<file path="src/design/gpuPkg.sv">
package gpuPkg;

  ////////////////////////////////////////
  // widths
  localparam int DataW   = 16;  // register and operand width
  localparam int PcW     = 8;   // microcode address
  localparam int FbAddrW = 13;  // frame buffer word counter
  localparam int LitW    = 10;  // literal field of a micro-op

  // video memory map
  localparam logic [15:0] MapBase0         = 16'h9800;  // lcdc[6] = 0
  localparam logic [15:0] MapBase1         = 16'h9c00;  // lcdc[6] = 1
  localparam logic [15:0] TileBaseUnsigned = 16'h8000;  // tiles 0..255
  localparam logic [15:0] TileBaseSigned   = 16'h9000;  // tiles -128..127

  // host register select codes
  localparam logic [3:0] McuSelLcdc = 4'd0;
  localparam logic [3:0] McuSelBgp  = 4'd7;

  localparam int TilesPerRow = 32;
  localparam int RowsPerTile = 8;

  // program labels
  localparam logic [PcW-1:0] PcStart    = 8'd0;
  localparam logic [PcW-1:0] PcTileLoop = 8'd1;
  localparam logic [PcW-1:0] PcRowLoop  = 8'd6;

  // jump kind carried in result[1:0] of a jump op
  // bit 1 marks a conditional jump, bit 0 the flag value that takes it
  localparam logic [1:0] JmpAlways    = 2'b00;
  localparam logic [1:0] JmpIfNotZero = 2'b10;
  localparam logic [1:0] JmpIfZero    = 2'b11;

  ////////////////////////////////////////
  // types
  typedef enum logic [4:0] {
    opNop = 5'd0, opWbg, opWrr, opWrl, opRvmem, opAdd, opShl,
    opAddl, opSubl, opSub, opJnz, opJz, opGoto, opAnd
  } gpuOp_t;

  typedef enum logic [4:0] {
    regLcdc = 5'd0, regBgp, regMcuAddr, regBh, regBl, regTile, regTileRow,
    regTileAddr, srcReadData, srcMapOffset, srcTileOffset, srcTileNumX16, srcZero
  } regIdx_t;

  typedef struct packed {
    gpuOp_t          op;
    regIdx_t         dst;
    regIdx_t         src0;
    regIdx_t         src1;
    logic [LitW-1:0] literal;  // jump target in [7:0]
  } uop_t;

  typedef struct packed {
    logic        readRequest;
    logic [15:0] addr;
  } mcuReq_t;

  typedef struct packed {
    logic        we;
    logic [15:0] addr;
    logic [15:0] data;
  } fbWrite_t;

  typedef struct packed {
    logic [DataW-1:0] result;
    logic             regWe;
    logic             jump;         // any jump op, condition sits in result
    logic             readRequest;
    logic             bgWe;
  } aluCtl_t;

endpackage

</file>
<file path="src/design/gpuUcodeRom.sv">
`timescale 1ns/1ps

module gpuUcodeRom (
  input  logic [gpuPkg::PcW-1:0] pc,
  output gpuPkg::uop_t           uop
);
  import gpuPkg::*;

  ////////////////////////////////////////
  // background program, one map row of tiles
  // op fields are op, dst, src0, src1, literal
  // add/sub/and take src1 op src0, literal ops work on src1
  always_comb
  begin
    case (pc)
      // start of a map row
      PcStart:
        uop = '{opWrl, regTile, srcZero, srcZero, 10'd0};  // tile = 0

      // per tile, fetch tile number from the map
      PcTileLoop:
        uop = '{opAdd, regMcuAddr, srcMapOffset, regTile, 10'd0};
      8'd2:  uop = '{opRvmem, srcZero, srcZero, srcZero, 10'd0};  // map read
      8'd3:  uop = '{opNop, srcZero, srcZero, srcZero, 10'd0};    // byte lands
      8'd4:  uop = '{opAdd, regTileAddr, srcTileOffset, srcTileNumX16, 10'd0};
      8'd5:  uop = '{opWrl, regTileRow, srcZero, srcZero, 10'd0};   // row = 0

      // per row, two bitplane bytes then one frame buffer word
      PcRowLoop:
        uop = '{opAdd, regMcuAddr, regTileAddr, regTileRow, 10'd0};
      8'd7:  uop = '{opRvmem, srcZero, srcZero, srcZero, 10'd0};    // low plane
      8'd8:  uop = '{opWrr, regBl, srcZero, srcReadData, 10'd0};
      8'd9:  uop = '{opAddl, regMcuAddr, srcZero, regMcuAddr, 10'd1};
      8'd10: uop = '{opRvmem, srcZero, srcZero, srcZero, 10'd0};    // high plane
      8'd11: uop = '{opWrr, regBh, srcZero, srcReadData, 10'd0};
      8'd12: uop = '{opWbg, srcZero, srcZero, srcZero, 10'd0};      // emit 8 pixels
      8'd13: uop = '{opAddl, regTileRow, srcZero, regTileRow, 10'd2};

      // row count check, result dropped, only the flag moves
      8'd14:
        uop = '{opSubl, srcZero, srcZero, regTileRow, 10'(2 * RowsPerTile)};
      8'd15:
        uop = '{opJnz, srcZero, srcZero, srcZero, 10'(PcRowLoop)};

      // next tile
      8'd16: uop = '{opAddl, regTile, srcZero, regTile, 10'd1};
      8'd17:
        uop = '{opSubl, srcZero, srcZero, regTile, 10'(TilesPerRow)};
      8'd18:
        uop = '{opJnz, srcZero, srcZero, srcZero, 10'(PcTileLoop)};

      // wrap to tile 0
      8'd19:
        uop = '{opGoto, srcZero, srcZero, srcZero, 10'(PcStart)};

      default:
        uop = '{opNop, srcZero, srcZero, srcZero, 10'd0};  // empty rom space
    endcase
  end

endmodule

</file>
<file path="src/design/gpuSequencer.sv">
`timescale 1ns/1ps

module gpuSequencer (
  input  logic                   iClock,
  input  logic                   rstN,
  input  logic                   active,  // lcdc[7]
  input  gpuPkg::aluCtl_t        aluCtl,
  input  logic [gpuPkg::PcW-1:0] target,
  output logic [gpuPkg::PcW-1:0] pc
);
  import gpuPkg::*;

  logic       zero;     // last written result was 0
  logic [1:0] jmpKind;  // goto, jz or jnz
  logic       taken;

  ////////////////////////////////////////
  // jump condition
  assign jmpKind = aluCtl.result[1:0];
  assign taken = aluCtl.jump &
                 ((jmpKind == JmpAlways) |
                  ((jmpKind == JmpIfZero) & zero) |
                  ((jmpKind == JmpIfNotZero) & ~zero));

  // program counter
  always_ff @(posedge iClock or negedge rstN)
  begin
    if (!rstN)
      pc <= '0;
    else if (!active)
      pc <= '0;           // engine off, restart from the top
    else if (taken)
      pc <= target;       // target runs next cycle
    else
      pc <= pc + 1'b1;
  end

  // zero flag follows every register write
  always_ff @(posedge iClock or negedge rstN)
  begin
    if (!rstN)
      zero <= 1'b0;
    else if (aluCtl.regWe)
      zero <= (aluCtl.result == '0);
  end

endmodule

</file>
<file path="src/design/gpuRegFile.sv">
`timescale 1ns/1ps

module gpuRegFile (
  input  logic                     iClock,
  input  logic                     rstN,
  input  logic [3:0]               mcuRegSelect,
  input  logic [7:0]               mcuWriteData,
  input  logic                     mcuWe,
  input  logic [7:0]               mcuReadData,
  input  gpuPkg::uop_t             uop,
  input  gpuPkg::aluCtl_t          aluCtl,
  output logic [gpuPkg::DataW-1:0] op0,
  output logic [gpuPkg::DataW-1:0] op1,
  output logic [7:0]               lcdc,
  output logic [7:0]               bgp,
  output logic [7:0]               bh,
  output logic [7:0]               bl,
  output logic [15:0]              mcuAddr
);
  import gpuPkg::*;

  logic [DataW-1:0] tile;        // tile index within the map row
  logic [DataW-1:0] tileRow;     // byte offset of the row, 2 per row
  logic [DataW-1:0] tileAddr;    // base of the current tile's data
  logic [DataW-1:0] mapOffset;
  logic [DataW-1:0] tileOffset;
  logic [DataW-1:0] tileNumX16;

  ////////////////////////////////////////
  // host registers
  always_ff @(posedge iClock or negedge rstN)
  begin
    if (!rstN)
    begin
      lcdc <= '0;
      bgp  <= '0;
    end
    else if (mcuWe)
    begin
      if (mcuRegSelect == McuSelLcdc)
        lcdc <= mcuWriteData;
      if (mcuRegSelect == McuSelBgp)
        bgp <= mcuWriteData;  // other selects fall through
    end
  end

  ////////////////////////////////////////
  // engine registers, written by the alu
  always_ff @(posedge iClock or negedge rstN)
  begin
    if (!rstN)
    begin
      mcuAddr  <= '0;
      bh       <= '0;
      bl       <= '0;
      tile     <= '0;
      tileRow  <= '0;
      tileAddr <= '0;
    end
    else if (aluCtl.regWe)
    begin
      case (uop.dst)
        regMcuAddr:  mcuAddr  <= aluCtl.result;
        regBh:       bh       <= aluCtl.result[7:0];
        regBl:       bl       <= aluCtl.result[7:0];
        regTile:     tile     <= aluCtl.result;
        regTileRow:  tileRow  <= aluCtl.result;
        regTileAddr: tileAddr <= aluCtl.result;
        default:     ;  // host regs and sources are read only
      endcase
    end
  end

  ////////////////////////////////////////
  // derived address sources
  assign mapOffset  = lcdc[6] ? MapBase1 : MapBase0;
  // signed set maps tiles 0x80..0xff down to 0x8800
  assign tileOffset = (lcdc[4] | mcuReadData[7]) ? TileBaseUnsigned : TileBaseSigned;
  assign tileNumX16 = {4'h0, mcuReadData, 4'h0};  // 16 bytes per tile

  // operand mux, shared by both selectors
  function automatic logic [DataW-1:0] selSrc(input regIdx_t idx);
    logic [DataW-1:0] val;
    case (idx)
      regLcdc:       val = {8'h00, lcdc};
      regBgp:        val = {8'h00, bgp};
      regMcuAddr:    val = mcuAddr;
      regBh:         val = {8'h00, bh};
      regBl:         val = {8'h00, bl};
      regTile:       val = tile;
      regTileRow:    val = tileRow;
      regTileAddr:   val = tileAddr;
      srcReadData:   val = {8'h00, mcuReadData};
      srcMapOffset:  val = mapOffset;
      srcTileOffset: val = tileOffset;
      srcTileNumX16: val = tileNumX16;
      default:       val = '0;  // srcZero
    endcase
    return val;
  endfunction

  always_comb
  begin
    op0 = selSrc(uop.src0);
    op1 = selSrc(uop.src1);
  end

endmodule

</file>
<file path="src/design/gpuAlu.sv">
`timescale 1ns/1ps

module gpuAlu (
  input  gpuPkg::uop_t             uop,
  input  logic [gpuPkg::DataW-1:0] op0,
  input  logic [gpuPkg::DataW-1:0] op1,
  output gpuPkg::aluCtl_t          aluCtl
);
  import gpuPkg::*;

  logic [DataW-1:0] lit;  // zero extended literal

  assign lit = DataW'(uop.literal);

  ////////////////////////////////////////
  // decode and execute
  always_comb
  begin
    aluCtl        = '0;   // no strobes unless the op asks
    aluCtl.result = lit;
    case (uop.op)
      opNop:   aluCtl.result = lit;               // idle slot
      opWbg:   aluCtl.bgWe = 1'b1;                // push pixels out
      opRvmem: aluCtl.readRequest = 1'b1;         // addr from mcuAddr reg
      opWrr:
      begin
        aluCtl.result = op1;                      // register move
        aluCtl.regWe  = 1'b1;
      end
      opWrl:   aluCtl.regWe = 1'b1;               // literal load
      opAdd:
      begin
        aluCtl.result = op1 + op0;
        aluCtl.regWe  = 1'b1;
      end
      opSub:
      begin
        aluCtl.result = op1 - op0;
        aluCtl.regWe  = 1'b1;
      end
      opShl:
      begin
        aluCtl.result = op1 << uop.literal[3:0];
        aluCtl.regWe  = 1'b1;
      end
      opAddl:
      begin
        aluCtl.result = op1 + lit;
        aluCtl.regWe  = 1'b1;
      end
      opSubl:
      begin
        aluCtl.result = op1 - lit;                // also feeds the zero flag
        aluCtl.regWe  = 1'b1;
      end
      opAnd:
      begin
        aluCtl.result = op1 & op0;
        aluCtl.regWe  = 1'b1;
      end
      // jumps only tag their kind, sequencer owns the flag
      opJnz:
      begin
        aluCtl.result = DataW'(JmpIfNotZero);
        aluCtl.jump   = 1'b1;
      end
      opJz:
      begin
        aluCtl.result = DataW'(JmpIfZero);
        aluCtl.jump   = 1'b1;
      end
      opGoto:
      begin
        aluCtl.result = DataW'(JmpAlways);
        aluCtl.jump   = 1'b1;
      end
      default: aluCtl.result = 16'hdead;          // bad opcode marker
    endcase
  end

endmodule

</file>
<file path="src/design/bgPixelWriter.sv">
`timescale 1ns/1ps

module bgPixelWriter (
  input  logic              iClock,
  input  logic              rstN,
  input  logic              bgWe,
  input  logic [7:0]        bh,   // high bitplane
  input  logic [7:0]        bl,   // low bitplane
  input  logic [7:0]        bgp,  // 4 x 2-bit palette
  output gpuPkg::fbWrite_t  fbWrite
);
  import gpuPkg::*;

  logic [FbAddrW-1:0] fbAddr;        // word counter, wraps
  logic [1:0]         colorIdx [8];  // raw color per pixel
  logic [15:0]        pixels;

  ////////////////////////////////////////
  // palette lookup, 8 pixels in parallel
  always_comb
  begin
    for (int i = 0; i < 8; i++)
    begin
      colorIdx[i]      = {bh[i], bl[i]};
      pixels[2*i +: 2] = bgp[{colorIdx[i], 1'b0} +: 2];  // pixel 7 ends up on top
    end
  end

  // one step per word written, lcdc has no say here
  always_ff @(posedge iClock or negedge rstN)
  begin
    if (!rstN)
      fbAddr <= '0;
    else if (bgWe)
      fbAddr <= fbAddr + 1'b1;
  end

  assign fbWrite = '{we:   bgWe,
                     addr: {{(16 - FbAddrW){1'b0}}, fbAddr},
                     data: pixels};

endmodule

</file>
<file path="src/design/gpu.sv">
`timescale 1ns/1ps

module gpu (
  input  logic              iClock,
  input  logic              rstN,
  input  logic [3:0]        mcuRegSelect,  // host register select
  input  logic [7:0]        mcuWriteData,
  input  logic              mcuWe,
  input  logic [7:0]        mcuReadData,   // video memory byte
  output gpuPkg::mcuReq_t   mcuBus,
  output gpuPkg::fbWrite_t  fbWrite,
  output logic [7:0]        lcdc,
  output logic [7:0]        bgp
);
  import gpuPkg::*;

  logic [PcW-1:0]   pc;
  uop_t             uopRom;   // straight from the rom
  uop_t             uop;      // what the engine executes
  logic [DataW-1:0] op0;
  logic [DataW-1:0] op1;
  aluCtl_t          aluCtl;
  logic [7:0]       bh;
  logic [7:0]       bl;
  logic [15:0]      mcuAddr;

  ////////////////////////////////////////
  // engine runs only with lcdc[7] set, otherwise nops
  assign uop = lcdc[7] ? uopRom : '0;

  gpuSequencer uSeq (
    .iClock (iClock),
    .rstN   (rstN),
    .active (lcdc[7]),
    .aluCtl (aluCtl),
    .target (uop.literal[PcW-1:0]),
    .pc     (pc)
  );

  gpuUcodeRom uRom (
    .pc  (pc),
    .uop (uopRom)
  );

  gpuRegFile uRegs (
    .iClock (iClock), .rstN (rstN),
    .mcuRegSelect (mcuRegSelect), .mcuWriteData (mcuWriteData),
    .mcuWe (mcuWe), .mcuReadData (mcuReadData),
    .uop (uop), .aluCtl (aluCtl),
    .op0 (op0), .op1 (op1),
    .lcdc (lcdc), .bgp (bgp), .bh (bh), .bl (bl),
    .mcuAddr (mcuAddr)
  );

  gpuAlu uAlu (
    .uop    (uop),
    .op0    (op0),
    .op1    (op1),
    .aluCtl (aluCtl)
  );

  bgPixelWriter uPix (
    .iClock (iClock), .rstN (rstN),
    .bgWe (aluCtl.bgWe),
    .bh (bh), .bl (bl), .bgp (bgp),
    .fbWrite (fbWrite)
  );

  // video memory request, address comes from the register
  assign mcuBus = '{readRequest: aluCtl.readRequest, addr: mcuAddr};

endmodule

</file>
<file path="config.mk">
export PLATFORM = sky130hd
export DESIGN_NAME = gpu
export DESIGN_NICKNAME = d
export VERILOG_FILES = /design/src/design/gpuPkg.sv /design/src/design/gpuUcodeRom.sv /design/src/design/gpuSequencer.sv /design/src/design/gpuRegFile.sv /design/src/design/gpuAlu.sv /design/src/design/bgPixelWriter.sv /design/src/design/gpu.sv
export SDC_FILE = /design/constraint.sdc
export NUM_CORES = 1
export LEC_CHECK = 0
export BUFFER_PORTS_ARGS = -buffer_cell sky130_fd_sc_hd__buf_2
export CAP_MARGIN = 20
export CORE_UTILIZATION = 55
export CTS_CLUSTER_SIZE = 10
export DETAILED_ROUTE_END_ITERATION = 12
export PLACE_DENSITY = 0.87
export SLEW_MARGIN = 20
export SYNTH_ARGS = -nofsm -noshare
export SYNTH_HDL_FRONTEND = slang
export SYNTH_SLANG_ARGS = --single-unit
</file>
<file path="constraint.sdc">
create_clock -name iClock -period 6.45 [get_ports iClock]
set_input_delay 1.29 -clock iClock [delete_from_list [all_inputs] [get_ports iClock]]
set_output_delay 1.29 -clock iClock [all_outputs]
set_load 0.05 [all_outputs]
</file>
# ---- Word-level counts from Yosys, hierarchy flattened
# Memory sizes are Yosys's and may differ from the RTL's.
# Index checks and enable logic that the tools add are counted.
# Widths: inputs -> output; s select.
dict set report word_totals {
  regBits 118
  latch_bits 0
  ram_bits 0
  rom_bits 672
  in_bits 23
  out_inout_bits 66
  word_cells 110
  mem_count 1
}
dict set report classes {
  addsub 6
  multipliers 0
  div 0
  n_lt_le_gt_ge 0
  n_eq_ne 44
  shifts 9
  n_mux 13
  bitwise 8
  n_reduce_logical 18
}
# memory depth word_bits read_ports rd_ports_with_merged_regs wr line_no
set memory_table {}
lappend memory_table {{(no name shown)} 32 21 1 0 0 gpuUcodeRom.sv:15} ;# case (pc)
# op n
set ops {}
lappend ops {{$pmux 16 s12} 2}
lappend ops {{$pmux 16 s11} 1}
lappend ops {{$eq 5x3->1 const B} 16}
lappend ops {{$eq 5x4->1 const B} 14}
lappend ops {{$shiftx 8x4->2} 8}
lappend ops {{$mux 30} 2}
lappend ops {{$eq 5x2->1 const B} 8}
lappend ops {{$add 16x10->16} 1}
lappend ops {{$add 16x16->16} 1}
lappend ops {{$and 16x16->16} 1}
lappend ops {{$logic_not 16->1} 1}
lappend ops {{$mux 8} 2}
lappend ops {{$reduce_and 2->1} 8}
lappend ops {{$shl 16x4->16} 1}
lappend ops {{$sub 16x10->16} 1}
lappend ops {{$sub 16x16->16} 1}
lappend ops {{$eq 5x1->1 const B} 3}
lappend ops {{$logic_not 5->1} 3}
lappend ops {{$add 13x1->13 const B} 1}
lappend ops {{$mux 13} 1}
lappend ops {{$mux 11} 1}
lappend ops {{$add 8x1->8 const B} 1}
lappend ops {{$reduce_or 8->1} 1}
lappend ops {{$eq 2x2->1 const B} 2}
lappend ops {{other kinds (10)} 17}

# ---- Longest topological paths before layout
dict set report depth {
  depth_word 14
  depth_mapped 28
  ltp_nobuf 25
}

# ---- Modules after synthesis
# Synthesis repeated with hierarchy kept, for this count alone.
dict set report hier_totals {
  cells_unflattened 1164
  area_unflattened_um2 10716.5
}
# module instances cells_per_inst area_per_inst_um2 seq_area_each_um2
set by_module_without_submodules {}
lappend by_module_without_submodules {gpuRegFile 1 505 5763.0 2402.3}
lappend by_module_without_submodules {gpuAlu 1 405 2563.7 0.0}
lappend by_module_without_submodules {bgPixelWriter 1 66 954.7 325.3}
lappend by_module_without_submodules {gpuUcodeRom 1 98 629.4 0.0}
lappend by_module_without_submodules {gpuSequencer 1 57 565.5 225.2}
lappend by_module_without_submodules {gpu 1 33 240.2 0.0}

# ---- Worst setup path before layout
# No wires, ideal clock.
dict set report synth_path {
  path_type {register to register}
  startpoint {reg uSeq.pc[0] (netlist name)}
  endpoint {reg uRegs.mcuAddr[15]}
  setup_ns 0.125
  arrival_ns 6.025
  required_ns 6.325
  path_slack_ns 0.300
  path_stages_with_launch 28
  path_buffers 2
  period_less_slack_ns 6.150
  path_cell_list {dfrtp_1 clkbuf_1 inv_1 ha_1 or4b_2 nor3_1 and2_1 buf_2 a221oi_1 o211ai_1 nor2_1 nand2_1 xnor2_1 nor3_1 a211oi_1 ha_1 o21a_1 o21ai_0 a211oi_1 a2111oi_0 o21bai_1 a21oi_1 o21ai_0 a21o_1 a21oi_1 xor2_1 o221ai_1 mux2_2}
}
dict set report synth_via {
  elab_chain_cells 7
  elab_cells_between_ends 55
  cone_classes {add/sub (4); eq/ne (36); shift (1); mux (6); bitwise (1); reduce/logical (6); memory (1)}
}
# element line_no
set synth_rtl {}
lappend synth_rtl {{from (decl)} gpuSequencer.sv:9} ;# output logic [gpuPkg::PcW-1:0] pc
lappend synth_rtl {{from (signal assigned)} gpuSequencer.sv:33} ;# pc <= target;
lappend synth_rtl {{from (signal assigned)} gpuSequencer.sv:35} ;# pc <= pc + 1'b1;
lappend synth_rtl {{$mem_v2 32x21 *} --}
lappend synth_rtl {{$mux 30 *} gpuUcodeRom.sv:15}
lappend synth_rtl {{$mux 30 *} gpu.sv:29} ;# assign uop = lcdc[7] ? uopRom : '0;
lappend synth_rtl {{$eq 5x4->1 (tied with other cells)} gpuRegFile.sv:84} ;# case (idx)
lappend synth_rtl {{$pmux 16 s12 or $reduce_or 8->1 (tied branches)} --}
lappend synth_rtl {{$sub 16x10->16 (tied with other cells)} gpuAlu.sv:53} ;# aluCtl.result = op1 - lit;
lappend synth_rtl {{$pmux 16 s11 or $reduce_and 2->1 (tied branches)} --}
lappend synth_rtl {{to (signal assigned)} gpuRegFile.sv:63} ;# regMcuAddr: mcuAddr <= aluCtl.result;
lappend synth_rtl {{to (decl)} gpuRegFile.sv:18} ;# output logic [15:0] mcuAddr
# Mark *: on every way between the ends. The rest lies on a longest branch, timed or not.
# A chain may end at the register's enable or synchronous reset.

# ---- Worst setup path after layout
# Ends and elaborated chain as after synthesis.

==> results.yml <==
global_route:
  grt_pass1_vias: 9189
  grt_usage_pct: 41.1
  grt_start_max_net_pins: 69
  grt_overflow: 0
  grt_pass1_wl_mm: 54.7
  antenna_found_initial: 0
worst_setup_path:
  crit_path_start_kind: "flop"
  cp-endpoint: "uRegs.mcuAddr[15]$_DFFE_PN0P_"
  path_cells: "inv_1, ha_1, or3b_2, a211oi_2, and3_1, buf_4, and3_1, o21ai_1, o211ai_1, ha_1, o21a_1, o21ai_0, a211oi_1, a2111oi_0, buf_4, o21bai_1, a21oi_1, o21ai_0, a21o_1, a21oi_1, xor2_1, o221ai_1, mux2_2"
  slowest_delay_ns: 0.56
  crit_path_top_delay_cell: "or3b_2"
  r2r_setup_slack_ns: 0.31
  required_ns: 6.76
  critPathKind: "flop to flop"
  r2r_end: "uRegs.mcuAddr[15]$_DFFE_PN0P_"
  path_max_fanout: 9
  startpoint: "uSeq.pc[0]$_DFF_PN0_"
  crit_arrival_ns: 6.45
  reg2reg_depth: 23
  r2r_start: "uSeq.pc[0]$_DFF_PN0_"
  endpoint_kind: "flop"
synth:
  synth.top_cells.by_count: "dfrtp_1 (118), nand2_1 (105), mux2_2 (74)"
  ys_seq_area_share_pct: 31.2
  synth_area_per_cell_sq_um: 9.14
  synth-edff-count: 0
  synth_area_leaders: "dfrtp_1 (31%), mux2_2 (8.8%), nand2_1 (4.2%)"
  synth.distinct_cells: 97
  syn_area_sq_um: 9450
  async_reset_ff_share_pct: 100
  ys_ff_latch: 118
  syn-instance-count: 1034
  synthFlopType: "dfrtp_1"
  synth_warnings: 0
  synth_top_cell_area_share_pct: 31.3
  yosysMostFrequentCell: "dfrtp_1"
  synth_largest_area_cell: "dfrtp_1"
pwr:
  pwr-share-seq_pct: 25.1
  ir_drop_mv: 0.383
  clockPowerShare_pct: 18.2
  power.share.combinational_pct: 56.7
  p_switching_uw: 2750
  total_leakage_power_uw: 0.00485
  swShare_pct: 50.3
  p_int_uw: 2720
  powerDensity_nw_per_um2: 500
timing:
  finalCritPeriodShare_pct: 95.2
  finalCriticalPeriod_ns: 6.14
  skew_ns: 0.0103
  hold_ws_ns: 0.480
  tns_ns: 0
  rsz0062_at_grt: "false"
  hold_viol: 0
  max_slew_margin_pct: 22.4
  finalSetupViolCount: 0
  tightest_slew_ns: 1.16
  setup_slack_ns: 0.312
  drv_slew: 0
  fmax_mhz: 163
clock_tree:
  clk_path_buf_depth: 2
  cts.root.buffer_cell: "clkbuf_16"
  htreeDepth: 4
  hold_buffers: 0
  clock_latency_ns: 0.43
  cts_tree: "built"
  cts.sinks: 118
  numCtsBuffers: 17
  cts.clk_slew.worst_paths_ns: 0.06
drt:
  via_count: 9818
  drtIter0Drc: 1670
  wl_per_cell_um: 26.0
  drc_errors: 0
  via_per_inst: 7.18
  antenna_left: 0
  routed_wirelength_mm: 35.6
  drtPass1Iterations: 7
cells_and_area:
  drive_above_1_share_pct: 27.7
  nets: 1185
  final_area_sq_um: 10900
  diodes: 0
  area_delta_synth_final_pct: 15.7
die:
  die_h_um: 133
  ioPinCount: 89
  coreArea_sq_um: 16700
  rows: 47
  die_w_um: 133
  start_util_pct: 56.6
  die_area_sq_um: 17700
placement:
  place_ws_ns: 0.362
  gp_congestion: 1.06
  dp_hpwl_mm: 25.6
  place_area_sq_um: 10300
  portBuffers: 85
status:
  status: "complete, no violations"
hold_path:
  hold_depth: 2
  hold_path_class: "flop to flop"
job:
  maxCapViolCount: 0
-- routing by layer --
metal	vias to the layer above	GRT usage (%)	wire length [um]	share of wire, %
met5	-	0	0	0
met4	0	21.1	2020	5.7
met3	183	11.8	4580	13
met2	863	61.6	15300	43
met1	4686	54.0	13700	38
li1	4086	-	-	-
-- cell type report --
type	count	area (sq um)
Multi-Input combinational cell	832	6110
Fill cell	1322	5770
Sequential cell	118	2960
Timing Repair Buffer	146	911
Clock buffer	18	439
Tap cell	220	275
Clock inverter	14	174
Inverter	19	71.3
-- cells in the final DEF, fill, tap and decap left out, drive strengths merged, types with 16 or more instances in the layout --
master	synthesis	layout
buf	33	146
dfrtp	118	118
nand2	108	108
mux2	77	77
o21ai	70	70
nor2	64	64
nand3	56	56
a21oi	52	52
xnor2	33	33
ha	27	27
mux2i	24	24
nor3	24	24
and3	23	23
inv	18	21
clkbuf	34	18
a211oi	18	18
mux4	16	16
-- power groups by stage --
stage / Combinational, uW / Clock [uW] / Sequential [uW]
5_1_grt: 3260 / 1020 / 1390
4_1_cts: 2990 / 999 / 1350
3_5_place_dp: 2960 / 0 / 1350
3_3_place_gp: 2920 / 0 / 1330
2_1_floorplan: 1910 / 0 / 1510
6_report: 3100 / 996 / 1370
-- metrics by stage --
stage | util (%) | instances | power [uW]
6_report | 65.5 | 1367 | 5470
5_1_grt | 65.5 | 1367 | 5670
4_1_cts | 65.2 | 1366 | 5330
3_5_place_dp | 61.5 | 1334 | 4300
3_3_place_gp | 61.5 | 1334 | 4250
2_1_floorplan | - | 1036 | 3420
-- what timing repair did --
action	4_1_cts	5_1_grt
buffers inserted	0	1
endpoints found under the setup margin	0	5
gates resized for setup	0	7
-- flip-flops by register name (all words and copies together), names as in the netlist --
register	count
uPix.fbAddr	13
uRegs.bgp	8
uRegs.bh	8
uRegs.bl	8
uRegs.lcdc	8
uRegs.mcuAddr	16
uRegs.tile	16
uRegs.tileAddr	16
uRegs.tileRow	16
uSeq.pc	8
uSeq.zero	1
-- worst min-delay path by stage --
| stage | startpoint | to | slack [ns] |
|---|---|---|---|
| finish | uRegs.tileRow[14]$_DFFE_PN0P_ | uRegs.tileRow[14]$_DFFE_PN0P_ | 0.48 |
| CTS | uRegs.tileRow[14]$_DFFE_PN0P_ | uRegs.tileRow[14]$_DFFE_PN0P_ | 0.48 |
| global placement | uRegs.tileRow[12]$_DFFE_PN0P_ | uRegs.tileRow[12]$_DFFE_PN0P_ | 0.46 |
| floorplan | uRegs.tileRow[15]$_DFFE_PN0P_ | uRegs.tileRow[15]$_DFFE_PN0P_ | 0.45 |
| detailed placement | uPix.fbAddr[12]$_DFFE_PN0P_ | uPix.fbAddr[12]$_DFFE_PN0P_ | 0.46 |
| global route | uRegs.tileRow[12]$_DFFE_PN0P_ | uRegs.tileRow[12]$_DFFE_PN0P_ | 0.51 |
-- cell families (layout without fill, tap and decap cells) --
logic type / Yosys count / count (layout) / synth area share, %
flip-flops: 118 / 118 / 31.2
AND/OR/NAND/NOR: 375 / 375 / 21.1
adder cells (fa/ha/maj): 28 / 28 / 3.79
AO/OA/AOI/OAI: 263 / 263 / 19.3
other: 1 / 3 / 0.0397
buffers and inverters: 86 / 197 / 4.69
XOR/XNOR: 46 / 46 / 4.26
multiplexers: 117 / 117 / 15.5
-- critical path, delay by kind of cell (launching register included) --
kind / cells / cell delay [ns]
buf+inv: 3 / 0.50
flops: 1 / 0.35
mux: 1 / 0.33
simple gates: 3 / 1.17
fa+ha+maj: 2 / 0.74
compound gates: 13 / 2.72
xor+xnor: 1 / 0.23
Note: power is estimated with default switching activity, not from simulation.
